`src/vita_pkg.sv`:
```
package vita_pkg;

   localparam int word_w = 32;
   localparam int time_w = 64;
   localparam int flag_w = 4;   // send_at, sob, eob, eop
   localparam int addr_w = 8;
   localparam int numchan_w = 2;
   localparam int len_w = 16;

   // header word fields
   localparam int hdr_type_lsb = 28;
   localparam int hdr_classid_bit = 27;
   localparam int hdr_trailer_bit = 26;
   localparam int hdr_sob_bit = 25;
   localparam int hdr_eob_bit = 24;
   localparam int hdr_tsi_lsb = 22;
   localparam int hdr_tsf_lsb = 20;
   localparam logic [3:0] pkt_type_sid = 4'd1;   // data packet with stream id

   // settings offsets, per stream
   localparam logic [addr_w-1:0] set_addr_numchan = 8'd0;
   localparam logic [addr_w-1:0] set_addr_clear = 8'd1;

   typedef enum logic [3:0] {
      vita_header,
      vita_streamid,
      vita_classid,
      vita_classid2,
      vita_secs,
      vita_tics,
      vita_tics2,
      vita_payload,
      vita_store,
      vita_trailer
   } deframe_state_e;

   // samples on top, then flags, then send time
   function automatic int line_width(input int max_chan);
      return time_w + flag_w + word_w * max_chan;
   endfunction

endpackage
```
`src/vita_tx_top.sv`:
```
`timescale 1ns/1ps

module vita_tx_top #(
   parameter int max_chan = 4,
   parameter int base = 0,
   parameter int in_depth = 4,
   parameter int out_credits = 2,
   parameter int queue_depth = 4,
   localparam int line_w = vita_pkg::line_width(max_chan)
) (
   input  logic                                clk,
   input  logic                                rst_n_i,
   input  logic                                set_stb_i,
   input  logic [vita_pkg::addr_w-1:0]         set_addr_i,
   input  logic [vita_pkg::word_w-1:0]         set_data_i,
   input  logic [1:0]                          in_valid_i,
   input  logic [1:0][vita_pkg::word_w-1:0]    in_data_i,
   input  logic [1:0]                          in_eof_i,
   output logic [1:0]                          in_credit_o,
   input  logic                                sample_credit_i,
   output logic                                sample_valid_o,
   output logic [line_w-1:0]                   sample_line_o,
   output logic                                sample_port_o
);

   logic [1:0][vita_pkg::numchan_w-1:0] numchan;
   logic [1:0]                          clear;
   logic [1:0]                          q_valid;
   logic [1:0][line_w-1:0]              q_line;
   logic [1:0]                          q_pop;

   vita_settings #(
      .base (base)
   ) u_settings (
      .clk        (clk),
      .rst_n_i    (rst_n_i),
      .set_stb_i  (set_stb_i),
      .set_addr_i (set_addr_i),
      .set_data_i (set_data_i),
      .numchan_o  (numchan),
      .clear_o    (clear)
   );

   for (genvar n = 0; n < 2; n++)
   begin : g_stream
      vita_tx_deframer #(
         .max_chan    (max_chan),
         .in_depth    (in_depth),
         .queue_depth (queue_depth)
      ) u_deframer (
         .clk         (clk),
         .rst_n_i     (rst_n_i),
         .clear_i     (clear[n]),
         .numchan_i   (numchan[n]),
         .in_valid_i  (in_valid_i[n]),
         .in_data_i   (in_data_i[n]),
         .in_eof_i    (in_eof_i[n]),
         .in_credit_o (in_credit_o[n]),
         .q_pop_i     (q_pop[n]),
         .q_valid_o   (q_valid[n]),
         .q_line_o    (q_line[n])
      );
   end

   sample_arbiter #(
      .max_chan    (max_chan),
      .out_credits (out_credits)
   ) u_arbiter (
      .clk             (clk),
      .rst_n_i         (rst_n_i),
      .q_valid_i       (q_valid),
      .q_line_i        (q_line),
      .q_pop_o         (q_pop),
      .sample_credit_i (sample_credit_i),
      .sample_valid_o  (sample_valid_o),
      .sample_line_o   (sample_line_o),
      .sample_port_o   (sample_port_o)
   );

endmodule

```
`src/sample_arbiter.sv`:
```
`timescale 1ns/1ps

module sample_arbiter #(
   parameter int max_chan = 4,
   parameter int out_credits = 2,
   localparam int line_w = vita_pkg::line_width(max_chan)
) (
   input  logic                   clk,
   input  logic                   rst_n_i,
   input  logic [1:0]             q_valid_i,
   input  logic [1:0][line_w-1:0] q_line_i,
   output logic [1:0]             q_pop_o,
   input  logic                   sample_credit_i,
   output logic                   sample_valid_o,
   output logic [line_w-1:0]      sample_line_o,
   output logic                   sample_port_o
);

   localparam int cred_w = $clog2(out_credits + 1);

   logic [cred_w-1:0] credits;
   logic              last_port;    // port granted most recently
   logic              grant_port;
   logic              send;

   assign send = (credits != '0) && (q_valid_i != 2'b00);

   always_comb
   begin
      if (q_valid_i == 2'b11)
         grant_port = ~last_port;   // take turns when both wait
      else
         grant_port = q_valid_i[1];
   end

   assign q_pop_o = send ? (2'b01 << grant_port) : 2'b00;

   always_ff @(posedge clk or negedge rst_n_i)
   begin
      if (!rst_n_i)
      begin
         credits <= cred_w'(out_credits);
         last_port <= 1'b1;   // port 0 goes first
         sample_valid_o <= 1'b0;
      end
      else
      begin
         credits <= credits - cred_w'(send) + cred_w'(sample_credit_i);
         sample_valid_o <= send;
         if (send)
            last_port <= grant_port;
      end
   end

   // line and tag follow the grant by one cycle
   always_ff @(posedge clk)
   begin
      if (send)
      begin
         sample_line_o <= q_line_i[grant_port];
         sample_port_o <= grant_port;
      end
   end

endmodule

```
`src/vita_tx_deframer.sv`:
```
`timescale 1ns/1ps

module vita_tx_deframer #(
   parameter int max_chan = 4,
   parameter int in_depth = 4,
   parameter int queue_depth = 4,
   localparam int line_w = vita_pkg::line_width(max_chan)
) (
   input  logic                             clk,
   input  logic                             rst_n_i,
   input  logic                             clear_i,
   input  logic [vita_pkg::numchan_w-1:0]   numchan_i,
   input  logic                             in_valid_i,
   input  logic [vita_pkg::word_w-1:0]      in_data_i,
   input  logic                             in_eof_i,
   output logic                             in_credit_o,
   input  logic                             q_pop_i,
   output logic                             q_valid_o,
   output logic [line_w-1:0]                q_line_o
);

   localparam int ptr_w = (in_depth > 1) ? $clog2(in_depth) : 1;
   localparam int cnt_w = $clog2(in_depth + 1);

   vita_pkg::deframe_state_e state;

   logic [vita_pkg::word_w:0]               buf_mem [in_depth];   // eof on top
   logic [ptr_w-1:0]                        wr_ptr;
   logic [ptr_w-1:0]                        rd_ptr;
   logic [cnt_w-1:0]                        buf_cnt;
   logic [cnt_w-1:0]                        drop_cnt;
   logic                                    head_valid;
   logic                                    head_eof;
   logic [vita_pkg::word_w-1:0]             head_data;
   logic                                    dropping;
   logic                                    pop;
   logic                                    consume;

   logic has_streamid, has_classid, has_secs, has_tics, has_trailer;
   logic classid_r, secs_r, tics_r, trailer_r, sob_r, eob_r;
   logic eop_r, eof_r;
   logic last_word;
   logic [vita_pkg::len_w-1:0]              rem;          // words left after header
   logic [vita_pkg::numchan_w-1:0]          phase;
   logic [vita_pkg::time_w-1:0]             send_time;
   logic [max_chan-1:0][vita_pkg::word_w-1:0] samples;
   logic                                    queue_space;
   logic                                    push;
   logic [line_w-1:0]                       line_in;

   function automatic logic [ptr_w-1:0] ptr_inc(input logic [ptr_w-1:0] p);
      if (p == ptr_w'(in_depth - 1))
         return '0;
      return p + 1'b1;
   endfunction

   // first optional word still to come, else payload
   function automatic vita_pkg::deframe_state_e prefix_next(
      input logic sid,
      input logic cid,
      input logic secs,
      input logic tics
   );
      if (sid)
         return vita_pkg::vita_streamid;
      if (cid)
         return vita_pkg::vita_classid;
      if (secs)
         return vita_pkg::vita_secs;
      if (tics)
         return vita_pkg::vita_tics;
      return vita_pkg::vita_payload;
   endfunction

   assign head_valid = (buf_cnt != '0);
   assign {head_eof, head_data} = buf_mem[rd_ptr];
   assign dropping = (drop_cnt != '0);
   // stalls only in store, flushes stale words after a clear
   assign pop = head_valid && !clear_i && (dropping || state != vita_pkg::vita_store);
   assign consume = pop && !dropping;

   assign has_streamid = (head_data[vita_pkg::hdr_type_lsb +: 4] == vita_pkg::pkt_type_sid);
   assign has_classid = head_data[vita_pkg::hdr_classid_bit];
   assign has_trailer = head_data[vita_pkg::hdr_trailer_bit];
   assign has_secs = (head_data[vita_pkg::hdr_tsi_lsb +: 2] != 2'b00);
   assign has_tics = (head_data[vita_pkg::hdr_tsf_lsb +: 2] != 2'b00);

   assign last_word = head_eof || (int'(rem) == 1 + int'(trailer_r));

   always_ff @(posedge clk)
   begin
      if (in_valid_i)
         buf_mem[wr_ptr] <= {in_eof_i, in_data_i};
   end

   always_ff @(posedge clk or negedge rst_n_i)
   begin
      if (!rst_n_i)
      begin
         wr_ptr <= '0;
         rd_ptr <= '0;
         buf_cnt <= '0;
         drop_cnt <= '0;
         in_credit_o <= 1'b0;
      end
      else
      begin
         if (in_valid_i)
            wr_ptr <= ptr_inc(wr_ptr);
         if (pop)
            rd_ptr <= ptr_inc(rd_ptr);
         buf_cnt <= buf_cnt + cnt_w'(in_valid_i) - cnt_w'(pop);
         in_credit_o <= pop;   // one credit per word taken
         if (clear_i)
            drop_cnt <= buf_cnt;
         else if (dropping && pop)
            drop_cnt <= drop_cnt - 1'b1;
      end
   end

   always_ff @(posedge clk or negedge rst_n_i)
   begin
      if (!rst_n_i)
      begin
         state <= vita_pkg::vita_header;
         {classid_r, secs_r, tics_r, trailer_r, sob_r, eob_r} <= '0;
         {eop_r, eof_r} <= '0;
         rem <= '0;
         phase <= '0;
      end
      else if (clear_i)
      begin
         state <= vita_pkg::vita_header;
         {classid_r, secs_r, tics_r, trailer_r, sob_r, eob_r} <= '0;
         {eop_r, eof_r} <= '0;
         rem <= '0;
         phase <= '0;
      end
      else if (state == vita_pkg::vita_store)
      begin
         if (queue_space)
         begin
            phase <= '0;
            if (!eop_r)
               state <= vita_pkg::vita_payload;
            else if (trailer_r && !eof_r)
               state <= vita_pkg::vita_trailer;
            else
               state <= vita_pkg::vita_header;
         end
      end
      else if (consume)
      begin
         rem <= rem - 1'b1;
         case (state)
            vita_pkg::vita_header:
            begin
               {classid_r, secs_r, tics_r, trailer_r} <=
                  {has_classid, has_secs, has_tics, has_trailer};
               sob_r <= head_data[vita_pkg::hdr_sob_bit];
               eob_r <= head_data[vita_pkg::hdr_eob_bit];
               rem <= head_data[vita_pkg::len_w-1:0] - 1'b1;
               phase <= '0;
               state <= prefix_next(has_streamid, has_classid, has_secs, has_tics);
            end
            vita_pkg::vita_streamid:
               state <= prefix_next(1'b0, classid_r, secs_r, tics_r);
            vita_pkg::vita_classid:
               state <= vita_pkg::vita_classid2;
            vita_pkg::vita_classid2:
               state <= prefix_next(1'b0, 1'b0, secs_r, tics_r);
            vita_pkg::vita_secs:
               state <= prefix_next(1'b0, 1'b0, 1'b0, tics_r);
            vita_pkg::vita_tics:
               state <= vita_pkg::vita_tics2;
            vita_pkg::vita_tics2:
               state <= vita_pkg::vita_payload;
            vita_pkg::vita_payload:
            begin
               eop_r <= last_word;
               eof_r <= head_eof;
               if (last_word || phase == numchan_i || int'(phase) == max_chan - 1)
                  state <= vita_pkg::vita_store;   // short line at packet end
               else
                  phase <= phase + 1'b1;
            end
            vita_pkg::vita_trailer:
               state <= vita_pkg::vita_header;
            default:
               state <= vita_pkg::vita_header;
         endcase
      end
   end

   always_ff @(posedge clk)
   begin
      if (consume)
      begin
         case (state)
            vita_pkg::vita_header:
            begin
               send_time <= '0;
               samples <= '0;
            end
            vita_pkg::vita_secs:
               send_time[vita_pkg::time_w-1:vita_pkg::word_w] <= head_data;
            vita_pkg::vita_tics2:
               send_time[vita_pkg::word_w-1:0] <= head_data;   // low tics word
            vita_pkg::vita_payload:
               samples[phase] <= head_data;
            default:
               ;
         endcase
      end
      else if (push)
         samples <= '0;   // unused slots read zero
   end

   assign push = (state == vita_pkg::vita_store) && queue_space;
   assign line_in = {samples, secs_r, sob_r, eob_r, eop_r, send_time};

   sample_queue #(
      .line_w      (line_w),
      .queue_depth (queue_depth)
   ) u_queue (
      .clk     (clk),
      .rst_n_i (rst_n_i),
      .clear_i (clear_i),
      .push_i  (push),
      .line_i  (line_in),
      .space_o (queue_space),
      .valid_o (q_valid_o),
      .line_o  (q_line_o),
      .pop_i   (q_pop_i)
   );

endmodule

```
`src/sample_queue.sv`:
```
`timescale 1ns/1ps

module sample_queue #(
   parameter int line_w = 132,
   parameter int queue_depth = 4
) (
   input  logic              clk,
   input  logic              rst_n_i,
   input  logic              clear_i,
   input  logic              push_i,
   input  logic [line_w-1:0] line_i,
   output logic              space_o,
   output logic              valid_o,
   output logic [line_w-1:0] line_o,
   input  logic              pop_i
);

   localparam int ptr_w = (queue_depth > 1) ? $clog2(queue_depth) : 1;
   localparam int cnt_w = $clog2(queue_depth + 1);

   logic [line_w-1:0] mem [queue_depth];
   logic [ptr_w-1:0]  wr_ptr;
   logic [ptr_w-1:0]  rd_ptr;
   logic [cnt_w-1:0]  fill;
   logic              do_push;
   logic              do_pop;

   function automatic logic [ptr_w-1:0] ptr_inc(input logic [ptr_w-1:0] p);
      if (p == ptr_w'(queue_depth - 1))
         return '0;
      return p + 1'b1;
   endfunction

   assign space_o = (fill != cnt_w'(queue_depth));
   assign valid_o = (fill != '0);
   assign line_o = mem[rd_ptr];   // head, shown while valid
   assign do_push = push_i && space_o;
   assign do_pop = pop_i && valid_o;

   always_ff @(posedge clk)
   begin
      if (do_push)
         mem[wr_ptr] <= line_i;
   end

   always_ff @(posedge clk or negedge rst_n_i)
   begin
      if (!rst_n_i)
      begin
         wr_ptr <= '0;
         rd_ptr <= '0;
         fill <= '0;
      end
      else if (clear_i)
      begin
         wr_ptr <= '0;
         rd_ptr <= '0;
         fill <= '0;
      end
      else
      begin
         if (do_push)
            wr_ptr <= ptr_inc(wr_ptr);
         if (do_pop)
            rd_ptr <= ptr_inc(rd_ptr);
         fill <= fill + cnt_w'(do_push) - cnt_w'(do_pop);
      end
   end

endmodule

```
`src/vita_settings.sv`:
```
`timescale 1ns/1ps

module vita_settings #(
   parameter int base = 0
) (
   input  logic                                   clk,
   input  logic                                   rst_n_i,
   input  logic                                   set_stb_i,
   input  logic [vita_pkg::addr_w-1:0]            set_addr_i,
   input  logic [vita_pkg::word_w-1:0]            set_data_i,
   output logic [1:0][vita_pkg::numchan_w-1:0]    numchan_o,
   output logic [1:0]                             clear_o
);

   // two registers per stream
   function automatic logic [vita_pkg::addr_w-1:0] reg_addr(
      input int                          stream,
      input logic [vita_pkg::addr_w-1:0] offset
   );
      logic [31:0] full;
      full = base + 2 * stream + offset;
      return full[vita_pkg::addr_w-1:0];
   endfunction

   always_ff @(posedge clk or negedge rst_n_i)
   begin
      if (!rst_n_i)
      begin
         numchan_o <= '0;
         clear_o <= '0;
      end
      else
      begin
         for (int n = 0; n < 2; n++)
         begin
            clear_o[n] <= set_stb_i && (set_addr_i == reg_addr(n, vita_pkg::set_addr_clear));
            if (set_stb_i && (set_addr_i == reg_addr(n, vita_pkg::set_addr_numchan)))
               numchan_o[n] <= set_data_i[vita_pkg::numchan_w-1:0];
         end
      end
   end

endmodule

```
`config.mk`:
```
export PLATFORM = sky130hd
export DESIGN_NAME = vita_tx_top
export DESIGN_NICKNAME = d
export VERILOG_FILES = /design/src/vita_pkg.sv /design/src/vita_tx_top.sv /design/src/sample_arbiter.sv /design/src/vita_tx_deframer.sv /design/src/sample_queue.sv /design/src/vita_settings.sv
export SDC_FILE = /design/constraint.sdc
export NUM_CORES = 2
export LEC_CHECK = 0
export BUFFER_PORTS_ARGS = -buffer_cell sky130_fd_sc_hd__buf_2
export CORE_UTILIZATION = 45
export CTS_CLUSTER_DIAMETER = 150
export DETAILED_ROUTE_END_ITERATION = 12
export MAX_ROUTING_LAYER = met4
export PLACE_DENSITY = 0.63
export SLEW_MARGIN = 10
export SYNTH_ARGS = -nofsm -noshare
export SYNTH_HDL_FRONTEND = slang
export SYNTH_SLANG_ARGS = --single-unit
```
`constraint.sdc`:
```
create_clock -name clk -period 16.2 [get_ports clk]
set_input_delay 3.24 -clock clk [delete_from_list [all_inputs] [get_ports clk]]
set_output_delay 3.24 -clock clk [all_outputs]
set_load 0.03 [all_outputs]
```
==> results.sh <==
export IMPL_status="complete, no violations"
export IMPL_finalHoldViolations=0
export IMPL_regArea_um2=75100
export IMPL_min_path_type="flip-flop to flip-flop"
export IMPL_cp_cell_sequence="buf_2"
export IMPL_start_util=0.453
export IMPL_drtAntennaViolNets=0
export IMPL_grt_ovfl_total=0
export IMPL_tightestPinTransition_ps=1170
export IMPL_cts_tree="built"
export IMPL_antenna_found_initial=55
export IMPL_yosys_most_used_dff="edfxtp_1"
export IMPL_gp_congestion=0.830
export IMPL_clk_pin_slew_ps=60
export IMPL_fin_crit_sh=0.302
export IMPL_viasPerCell=5.82
export IMPL_ir_drop_mv=0.272
export IMPL_root_buffer="clkbuf_16"
export IMPL_die_area_um2=219000
export IMPL_drv_cap=0
export IMPL_synth_edff_count=2413
export IMPL_cp_max_fo=1
export IMPL_setup_tns_final_ps=0
export IMPL_drive_above_1_share=0.272
export IMPL_syn_to_final_growth_pct=14.2
export IMPL_postRouteWirelength_um=251000
export IMPL_async_reset_ff_frac=0.0421
export IMPL_setup_viol=0
export IMPL_place_area_um2=102000
export IMPL_grt_pass1_wl_um=354000
export IMPL_die_h_um=467
export IMPL_vias=48000
export IMPL_critPathLaunchType="flip-flop"
export IMPL_placed_cells=7729
export IMPL_syn_inst=4772
export IMPL_h_tree_depth=5
export IMPL_cts_resized=0
export IMPL_power_uw=21500
export IMPL_dp_slack_ps=10900
export IMPL_wl_per_cell_um=30.4
export IMPL_cts_buffer_depth=4
export IMPL_cp_num_buf_inv=1
export IMPL_cts_buffers_inserted=279
export IMPL_cts_hold_buffers=0
export IMPL_end_kind="output pin"
export IMPL_cp_slowest_stage_delay_ps=500
export IMPL_grt_max_degree=128
export IMPL_syn_nets=4931
export IMPL_cp_slowest_cell="edfxtp_1"
export IMPL_finalMaxSlewViolations=0
export IMPL_syn_cell_area_um2=97500
export IMPL_first_iter_violations=5314
export IMPL_rsz0062_at_grt="no"
export IMPL_clock_skew_ps=64.1
export IMPL_boundaryPins=312
export IMPL_core_area_um2=215000
export IMPL_ys_types=74
export IMPL_cts_sinks=2519
export IMPL_critPathArrivalTime_ps=1650
export IMPL_port_buffers=281
export IMPL_dp_hpwl_um=137000
export IMPL_layout_cells_non_filler=8243
export IMPL_fill_cells=16800
export IMPL_relSlewSlack=0.223
export IMPL_yosysSeqAreaShare=0.770
export IMPL_power_density_nw_per_um2=193
export IMPL_max_freq_mhz=204
export IMPL_grt_pass1_vias=48100
export IMPL_fin_crit_ps=4890
export IMPL_ys_ff_latch=2519
export IMPL_finalNetCount=5331
export IMPL_dr_pass1_iters=6
export IMPL_dieWidth_um=467
export IMPL_final_cell_area_um2=111000
export IMPL_syn_avg_cell_area_um2=20.4
export IMPL_crit_family="flip-flops"
export IMPL_fp_row_count=170
export IMPL_post_cts_setup_buffers=0
export IMPL_synth_warning_count=0
export IMPL_clock_latency_ps=940
export IMPL_p_leak_uw=0.0367
export IMPL_multi_input_area_um2=21400
export IMPL_cp_required_ps=12960
export IMPL_critPathKind="flip-flop to output pin"
export IMPL_worst_slack_ps=11310
export IMPL_drc_errors=0
export IMPL_grt_usage=0.237
through the flow:
step           hold WS [ps]  utilization
6_report                459        0.518
5_1_grt                 478        0.517
4_1_cts                 459        0.517
3_5_place_dp            480        0.476
3_3_place_gp            464        0.476
2_1_floorplan           459            -
cell families after synthesis:
group	Yosys count	synth area share
buffers and inverters	300	0.0124
AOI/OAI and AO/OA	193	0.0121
DFF	2519	0.770
adders and majority gates	47	0.00634
muxes	931	0.158
and+or+nand+nor	740	0.0374
xor gates and xnor gates	42	0.00377
area by class of cell:
type / count / area share
sequential: 2519 / 0.675
multi-input combinational: 1953 / 0.192
clock buffer: 347 / 0.0668
tap: 2838 / 0.0319
timing repair buffer: 371 / 0.0197
clock inverter: 123 / 0.0117
inverter: 48 / 0.00162
antenna: 44 / 0.000989
synth_stat cells, types with 36 or more instances:
master,instances,share of area
nor3_1,47,0.0024
nand2_1,81,0.0031
nor2_1,361,0.014
ha_1,43,0.0055
o21ai_0,71,0.0036
clkbuf_1,182,0.0070
mux2i_1,264,0.027
a21oi_1,39,0.0020
buf_1,45,0.0017
mux2_2,206,0.024
inv_1,48,0.0018
mux4_2,451,0.10
nor2b_1,36,0.0023
and3_1,73,0.0047
dfrtp_1,104,0.027
edfxtp_1,2413,0.74
and2_1,49,0.0031
routing by layer:
layer / vias to the layer above / global-route usage / wire length, um / part of all wire
met3: 356 / 0.0493 / 20800 / 0.083
met1: 25500 / 0.319 / 102000 / 0.41
met4: 0 / 0.0704 / 6070 / 0.024
met2: 2095 / 0.367 / 121000 / 0.48
li1: 20100 / - / - / -
met5: - / - / 0 / 0
sequential cells by signal, indices dropped and copies added, names as in the netlist, 6 cells and up:
name	count
g_stream.u_deframer.u_queue.mem	1568
g_stream.u_deframer.buf_mem	264
g_stream.u_deframer.line_in	256
u_arbiter.sample_line_o	196
g_stream.u_deframer.send_time	128
g_stream.u_deframer.rem	32
g_stream.u_deframer.state	8
g_stream.u_deframer.buf_cnt	6
g_stream.u_deframer.drop_cnt	6
g_stream.u_deframer.u_queue.fill	6
path summary, 6_finish.rpt:
path / end / slack (ps) / depth (start not counted) / startpoint
worst max-delay path: sample_line_o[182] / 11310 / 1 / u_arbiter.sample_line_o[182]$_DFFE_PN_
worst min-delay path: g_stream[0].u_deframer.u_queue.mem[2][7]$_DFFE_PP_ / 460 / 0 / g_stream[0].u_deframer.send_time[7]$_SDFFCE_PN0P_
worst max register to register: g_stream[0].u_deframer.line_in[91]$_SDFFCE_PN0P_ / 11650 / 7 / g_stream[0].u_deframer.state[0]$_DFFE_PN0P_
worst min register to register: g_stream[0].u_deframer.u_queue.mem[2][7]$_DFFE_PP_ / 460 / 0 / g_stream[0].u_deframer.send_time[7]$_SDFFCE_PN0P_
max in group asynchronous: g_stream[0].u_deframer.u_queue.rd_ptr[1]$_DFFE_PN0P_ / 12270 / 2 / rst_n_i
min in group asynchronous: g_stream[1].u_deframer.wr_ptr[1]$_DFFE_PN0P_ / 2360 / 1 / rst_n_i
placed cells by master (no fill, tap or decap), types with 45 or more instances in the layout:
cell type  netlist  routed
nor2_1         361     360
and3_1          73      69
mux2_2         206     206
clkbuf_16        0     286
nand2_1         81      80
mux2i_1        264     264
dfrtp_1        104      98
inv_1           48      48
nor3_1          47      47
buf_4            3      82
o21ai_0         71      70
buf_2           17     280
mux4_2         451     451
and2_1          49      45
clkbuf_1       182      56
edfxtp_1      2413    2413
report_power, final:
part	total [uW]	internal (uW)	switching (uW)
sequential	8710	8190	517
clock	6140	3660	2490
combinational	6660	2290	4370
total	21500	14100	7380
Power figures use the tool's default switching activity.
